<file path="config.mk">
export PLATFORM = sky130hd
export DESIGN_NAME = br_unit_top
export DESIGN_NICKNAME = d
export VERILOG_FILES = /design/src/design/br_pkg.sv /design/src/design/br_unit_top.sv /design/src/design/br_control.sv /design/src/design/br_resolve.sv /design/src/design/br_stage_buffer.sv /design/src/design/br_flag_alu.sv
export VERILOG_INCLUDE_DIRS = /design/src /design/src/design
export SDC_FILE = /design/constraint.sdc
export NUM_CORES = 1
export LEC_CHECK = 0
export ABC_AREA = 1
export BUFFER_PORTS_ARGS = -buffer_cell sky130_fd_sc_hd__buf_4
export CORE_UTILIZATION = 52
export DETAILED_ROUTE_END_ITERATION = 10
export PLACE_DENSITY = 0.85
export SLEW_MARGIN = 10
export SYNTH_ARGS = -nofsm -noshare
export SYNTH_HDL_FRONTEND = slang
export SYNTH_HIERARCHICAL = 1
export SYNTH_SLANG_ARGS = --single-unit
</file>
<file path="constraint.sdc">
create_clock -name clk -period 5.1 [get_ports clk]
set_input_delay 1.02 -clock clk [delete_from_list [all_inputs] [get_ports clk]]
set_output_delay 1.02 -clock clk [all_outputs]
set_load 0.005 [all_outputs]
</file>
<file path="src/design/br_config.svh">
`ifndef BR_CONFIG_SVH
`define BR_CONFIG_SVH

// ****************************************
// Branch unit widths
// ****************************************

`define XLEN        32  // Data and PC width
`define PHY_W       8   // Physical register tag
`define INST_NUM_W  32  // Instruction number

// ****************************************
// Recovery
// ****************************************

// Issue stall after a redirect, redirect cycle included, at least 2
`define RECOVER_CYCLES 3

`endif
</file>
<file path="src/design/br_pkg.sv">
`default_nettype none

`include "br_config.svh"

package br_pkg;

    // ****************************************
    // Encodings
    // ****************************************

    typedef enum logic [2:0] {
        BEQ  = 3'b000,
        BNE  = 3'b001,
        BLT  = 3'b100,
        BGE  = 3'b101,
        BLTU = 3'b110,
        BGEU = 3'b111
    } br_funct_e;  // RV funct3

    typedef enum logic [1:0] {
        RUN      = 2'd0,
        REDIRECT = 2'd1,
        RECOVER  = 2'd2
    } br_ctrl_state_e;

    // ****************************************
    // Stage payloads
    // ****************************************

    typedef struct packed {
        logic                   valid;
        logic                   is_branch;
        logic                   is_jump;
        logic                   pred_taken;  // Predictor direction
        logic                   target_hit;  // Predictor had the target
        logic [`PHY_W-1:0]      dest_phy;
        logic [`INST_NUM_W-1:0] inst_num;
        logic [`XLEN-1:0]       pc;
        logic [`XLEN-1:0]       imm;
        logic [`XLEN-1:0]       operand1;
        logic [`XLEN-1:0]       operand2;
        br_funct_e              funct;
    } br_issue_t;

    typedef struct packed {
        logic negative;
        logic zero;
        logic overflow;
        logic carry;  // Set means no borrow
    } br_flags_t;

    typedef struct packed {
        logic                   valid;
        logic [`INST_NUM_W-1:0] inst_num;
        logic                   taken;
        logic                   mispredict;
        logic [`XLEN-1:0]       redirect_pc;
        logic [`PHY_W-1:0]      link_phy;
        logic                   link_we;
        logic [`XLEN-1:0]       link_data;
    } br_result_t;

endpackage

`default_nettype wire

</file>
<file path="src/design/br_unit_top.sv">
`timescale 1ns/100ps
`default_nettype none

module br_unit_top (
    input  wire               clk,
    input  wire               reset,
    input  wire br_pkg::br_issue_t issue,
    output logic              issue_ready,
    output br_pkg::br_result_t result
);

    import br_pkg::*;

    br_flags_t flags;
    br_issue_t buf_issue;
    br_flags_t buf_flags;
    logic      flush;

    // ****************************************
    // Flags, then stage buffer
    // ****************************************

    br_flag_alu u_flag_alu (
        .operand1 (issue.operand1),
        .operand2 (issue.operand2),
        .flags    (flags)
    );

    br_stage_buffer u_stage_buffer (
        .clk       (clk),
        .reset     (reset),
        .flush     (flush),
        .issue     (issue),
        .flags     (flags),
        .buf_issue (buf_issue),
        .buf_flags (buf_flags)
    );

    // ****************************************
    // Resolve and redirect control
    // ****************************************

    br_resolve u_resolve (
        .clk       (clk),
        .reset     (reset),
        .buf_issue (buf_issue),
        .buf_flags (buf_flags),
        .result    (result)
    );

    br_control u_control (
        .clk          (clk),
        .reset        (reset),
        .result_valid (result.valid),
        .mispredict   (result.mispredict),
        .flush        (flush),
        .issue_ready  (issue_ready)
    );

endmodule

`default_nettype wire

</file>
<file path="src/design/br_control.sv">
`timescale 1ns/100ps
`default_nettype none

`include "br_config.svh"

module br_control (
    input  wire  clk,
    input  wire  reset,
    input  wire  result_valid,
    input  wire  mispredict,
    output logic flush,
    output logic issue_ready
);

    import br_pkg::*;

    localparam int CNT_W = $clog2(`RECOVER_CYCLES + 1);

    br_ctrl_state_e   state;
    br_ctrl_state_e   state_next;
    logic [CNT_W-1:0] cnt;
    logic             redirect_hit;

    assign redirect_hit = result_valid && mispredict;

    // ****************************************
    // Redirect and recovery FSM
    // ****************************************

    always_comb begin
        state_next = state;
        case (state)
            RUN: begin
                if (redirect_hit) begin
                    state_next = REDIRECT;
                end
            end
            REDIRECT: state_next = RECOVER;
            RECOVER: begin
                if (cnt == CNT_W'(1)) begin
                    state_next = RUN;
                end
            end
            default: state_next = RUN;
        endcase
    end

    always_ff @(posedge clk) begin
        if (reset) begin
            state <= RUN;
            cnt   <= '0;
        end else begin
            state <= state_next;
            if (state == REDIRECT) begin
                cnt <= CNT_W'(`RECOVER_CYCLES - 1);  // Redirect cycle is the first stall
            end else if (state == RECOVER) begin
                cnt <= cnt - CNT_W'(1);
            end
        end
    end

    // Flush rises in the cycle the mispredict is visible
    always_comb begin
        case (state)
            RUN:      flush = redirect_hit;
            REDIRECT: flush = 1'b1;
            default:  flush = 1'b0;
        endcase
    end

    assign issue_ready = (state == RUN) && !flush;

    // ****************************************
    // Checks
    // ****************************************

    no_issue_in_recover: assert property (
        @(posedge clk) disable iff (reset)
        (cnt != '0) |-> !issue_ready
    ) else $error("issue opened while the recovery counter was running");

endmodule

`default_nettype wire

</file>
<file path="src/design/br_resolve.sv">
`timescale 1ns/100ps
`default_nettype none

`include "br_config.svh"

module br_resolve (
    input  wire               clk,
    input  wire               reset,
    input  wire br_pkg::br_issue_t buf_issue,
    input  wire br_pkg::br_flags_t buf_flags,
    output br_pkg::br_result_t result
);

    import br_pkg::*;

    localparam logic [`XLEN-1:0] INST_BYTES = `XLEN'(4);

    logic             cond;
    logic             taken;
    logic [`XLEN-1:0] target;
    logic [`XLEN-1:0] next_pc;
    br_result_t       result_d;

    // ****************************************
    // Condition from funct3
    // ****************************************

    always_comb begin
        case (buf_issue.funct)
            BEQ:     cond = buf_flags.zero;
            BNE:     cond = !buf_flags.zero;
            BLT:     cond = buf_flags.negative != buf_flags.overflow;
            BGE:     cond = buf_flags.negative == buf_flags.overflow;
            BLTU:    cond = !buf_flags.carry;
            BGEU:    cond = buf_flags.carry;
            default: cond = 1'b0;  // Reserved funct3
        endcase
    end

    assign taken   = buf_issue.is_jump || (buf_issue.is_branch && cond);
    assign target  = buf_issue.pc + buf_issue.imm;
    assign next_pc = buf_issue.pc + INST_BYTES;  // Fall-through and link

    always_comb begin
        result_d.valid       = buf_issue.valid;
        result_d.inst_num    = buf_issue.inst_num;
        result_d.taken       = taken;
        // Wrong direction, or taken without a known target
        result_d.mispredict  = (taken != buf_issue.pred_taken) ||
                               (taken && !buf_issue.target_hit);
        result_d.redirect_pc = taken ? target : next_pc;
        result_d.link_phy    = buf_issue.dest_phy;
        result_d.link_we     = buf_issue.valid && buf_issue.is_jump;
        result_d.link_data   = next_pc;
    end

    // ****************************************
    // Result register
    // ****************************************

    always_ff @(posedge clk) begin
        if (reset) begin
            result.valid <= 1'b0;
        end else begin
            result <= result_d;
        end
    end

    one_kind_per_entry: assert property (
        @(posedge clk) disable iff (reset)
        buf_issue.valid |-> !(buf_issue.is_branch && buf_issue.is_jump)
    ) else $error("issued entry is both a branch and a jump");

endmodule

`default_nettype wire

</file>
<file path="src/design/br_stage_buffer.sv">
`timescale 1ns/100ps
`default_nettype none

module br_stage_buffer (
    input  wire               clk,
    input  wire               reset,
    input  wire               flush,
    input  wire br_pkg::br_issue_t issue,
    input  wire br_pkg::br_flags_t flags,
    output br_pkg::br_issue_t buf_issue,
    output br_pkg::br_flags_t buf_flags
);

    import br_pkg::*;

    br_issue_t issue_q;
    br_flags_t flags_q;

    // ****************************************
    // Issue plus flags register
    // ****************************************

    always_ff @(posedge clk) begin
        if (reset || flush) begin
            issue_q.valid <= 1'b0;  // Flush wins over a new load
        end else begin
            issue_q <= issue;
            flags_q <= flags;
        end
    end

    // Entry sitting here under a flush is younger than the mispredict
    always_comb begin
        buf_issue       = issue_q;
        buf_issue.valid = issue_q.valid && !flush;
    end

    assign buf_flags = flags_q;

    // ****************************************
    // Checks
    // ****************************************

    flush_kills_entry: assert property (
        @(posedge clk) disable iff (reset)
        flush |=> !buf_issue.valid
    ) else $error("stage buffer entry survived a flush");

endmodule

`default_nettype wire

</file>
<file path="src/design/br_flag_alu.sv">
`timescale 1ns/100ps
`default_nettype none

`include "br_config.svh"

module br_flag_alu (
    input  wire [`XLEN-1:0] operand1,
    input  wire [`XLEN-1:0] operand2,
    output br_pkg::br_flags_t flags
);

    import br_pkg::*;

    logic [`XLEN:0]   sum;  // Carry out on top
    logic [`XLEN-1:0] diff;
    logic             sign_a;
    logic             sign_b;
    logic             sign_d;

    // ****************************************
    // operand1 - operand2 as a + ~b + 1
    // ****************************************

    assign sum  = {1'b0, operand1} + {1'b0, ~operand2} + {{`XLEN{1'b0}}, 1'b1};
    assign diff = sum[`XLEN-1:0];

    assign sign_a = operand1[`XLEN-1];
    assign sign_b = operand2[`XLEN-1];
    assign sign_d = diff[`XLEN-1];

    always_comb begin
        flags.negative = sign_d;
        flags.zero     = (diff == '0);
        // Signs differ and result sign left the minuend's
        flags.overflow = (sign_a != sign_b) && (sign_d != sign_a);
        flags.carry    = sum[`XLEN];  // Clear on unsigned borrow
    end

endmodule

`default_nettype wire

</file>
==> flow_summary_export.csv <==
group,metric,value,unit
synthesis,syn_inst,1730,
clock_tree,cts_tree,"yes",
power_and_ir_drop,p_per_area,373,mW/mm2
sta,final_hold_viol_count,0,
placement,dp_hpwl,28.7,mm
synthesis,syn_area_per_cell,8.28,um2
sta,period_needed,2.62,ns
worst_setup_path,endpoint_kind,"primary output",
clock_tree,cts_buffers,22,
synthesis,netlist_area,0.0143,mm2
clock_tree,ctsHoldBuffers,0,
synthesis,mappedNetlistNets,1979,
clock_tree,clk_latency,0.51,ns
worst_setup_path,cp_common_cell,"inv_1",
clock_tree,clockBufferDepth,3,
sta,finalMaxSlewViolations,0,
worst_setup_path,rr_worst_depth,8,
grt,grt_use_met3,0.0508,
grt,grt_use_met2,0.451,
sta,fmax,382,MHz
clock_tree,post_cts_buffers,0,
drt,via_count,11400,
drt,drcViolationCount,0,
grt,grt_pass1_wl,54.6,mm
grt,use_met1,0.288,
sta,finClkSkew,0.00964,ns
worst_setup_path,worstPathArrival,1.60,ns
clock_tree,cts_sinks,228,
sta,worst_pin_slew,1.01,ns
drt,initialDrtViolationCount,794,
cells_and_area,final_util,0.623,
die,initial_core_util,0.531,
worst_setup_path,cp_top_family,"buffers and inverters",
grt,grt_usage,0.248,
clock_tree,path_clk_slew,0.06,ns
cells_and_area,final_nets,2176,
sta,finalSetupTns,0,ns
worst_setup_path,crit_slowest_cell,"dfxtp_1",
worst_setup_path,r2r_start,"u_control/state[1]",
grt,antenna_found_initial,0,
sta,fin_hold_ws,0.418,ns
sta,setup_viol,0,
die,core_area,0.0270,mm2
worst_setup_path,crit_fanout,4,
drt,wl,35.2,mm
worst_setup_path,path_buf_inv,4,
grt,busiest_layer,"met2",
sta,fin_crit_sh,0.514,
die,die-area,0.0282,mm2
worst_hold_path,min_to,"u_resolve/result[86]",
cells_and_area,diodes,0,
die,rows,60,
run,max-cap-violations,0,
worst_setup_path,slowest_delay,0.35,ns
power_and_ir_drop,ir_drop,170,uV
die,die_x,168,um
worst_setup_path,critPathKind,"reg -> out",
power_and_ir_drop,p_leak,8.35,nW
drt,via_per_inst,4.98,
drt,first_pass_iters,6,
drt,postRouteAntennaNets,0,
worst_setup_path,required,4.08,ns
worst_setup_path,r2r_setup_slack,2.69,ns
sta,slew_headroom,0.323,
placement,io_buffers,286,
synthesis,ys_warn_count,6,
grt,grt_pass1_vias,11000,
sta,rsz0062_at_grt,"false",
placement,gp_congestion,0.970,
cells_and_area,syn_to_final_growth,17.2,%
outcome,status,"completed",
die,die_h,168,um
cells_and_area,drive_gt1_frac,0.192,
clock_tree,root_buffer,"clkbuf_16",
drt,wl_per_cell,15.4,um
die,io_pins,287,
worst_hold_path,min_from,"u_stage_buffer/buf_issue[142]",
worst_hold_path,min_path_cells,0,
worst_setup_path,start_kind,"flip-flop",
grt,grt_start_max_net_pins,84,
clock_tree,htree_num_levels,1,
worst_setup_path,worstReg2RegEnd,"u_stage_buffer/buf_issue[136]",
grt,grt_overflow_total,0,
worst_hold_path,min_path_type,"reg -> reg",
clock_tree,cts_resized,0,
worst_setup_path,crit_chain,"inv_1, ha_1, inv_1, o211ai_1, inv_1, buf_4",
## report_power, final
part	total, mW	switching, mW	internal [mW]
Combinational	1.98	1.19	0.790
Clock	1.62	0.677	0.945
Sequential	2.66	0.155	2.51
Total	6.26	2.02	4.24
## worst max path at each step
stage / cells after the start / from / slack [ns] / to
2_1_floorplan: 3 / reset / 1.28 / u_stage_buffer/buf_flags[0]
3_3_place_gp: 14 / issue[49] / 2.00 / u_stage_buffer/buf_flags[2]
3_5_place_dp: 15 / issue[40] / 2.02 / u_stage_buffer/buf_flags[2]
4_1_cts: 6 / u_control/state[1] / 2.47 / issue_ready
5_1_grt: 14 / issue[49] / 2.24 / u_stage_buffer/buf_flags[2]
6_report: 6 / u_control/state[1] / 2.48 / issue_ready
## flip-flops by register name, summed over array words and instances, names as in the netlist
name / cells
u_control/state: 2
u_stage_buffer/buf_issue: 111
u_resolve/result: 108
u_stage_buffer/buf_flags: 4
u_control/cnt: 2
u_stage_buffer/issue_q: 1
## layer usage
| layer | wire (um) | vias up |
|---|---|---|
| met5 | 0 | - |
| met4 | 1200 | 0 |
| met3 | 2670 | 72 |
| met2 | 17800 | 419 |
| met1 | 13600 | 5124 |
| li1 | - | 5753 |
## metrics by stage
step | std cells | cell area, um2 | total power [mW] | worst slack, ns
floorplan | 1730 | 14300 | 4.05 | 1.28
global placement | 2244 | 16100 | 4.59 | 2.00
detailed placement | 2244 | 16100 | 4.66 | 2.02
CTS | 2284 | 16800 | 6.29 | 2.47
global route | 2284 | 16800 | 6.62 | 2.24
finish | 2284 | 16800 | 6.26 | 2.48
## worst register-to-register path: stages, from the launching register on
cell and delay (ns):
dfxtp_1 0.35, inv_1 0.09, ha_1 0.22, inv_1 0.13, o31ai_1 0.11, inv_1 0.08
nand2_2 0.08, inv_4 0.35, buf_4 0.61
## cell usage in the layout (no fill, tap or decap), types with 5 or more instances in the layout
cell,instances
nand2_2,9
ha_1,69
nand3b_1,7
nand3_1,100
a21oi_1,46
nor3_2,5
nand4_1,18
o21bai_1,6
dfxtp_1,6
clkinv_2,7
nor2_2,8
inv_1,298
nand2_1,585
xor2_1,18
xnor2_1,25
buf_4,290
nor2_4,6
nor3_1,13
nor2_1,121
edfxtp_1,222
o21ai_1,7
clkbuf_16,22
o21ai_0,12
## cell type report
class,count,area (um2)
Clock buffer,22,551
Fill cell,2249,10200
Timing Repair Buffer,290,2180
Tap cell,341,427
Clock inverter,18,180
Multi-Input combinational cell,1081,5510
Sequential cell,228,6790
Inverter,304,1150
Power figures use the tool's default switching activity.
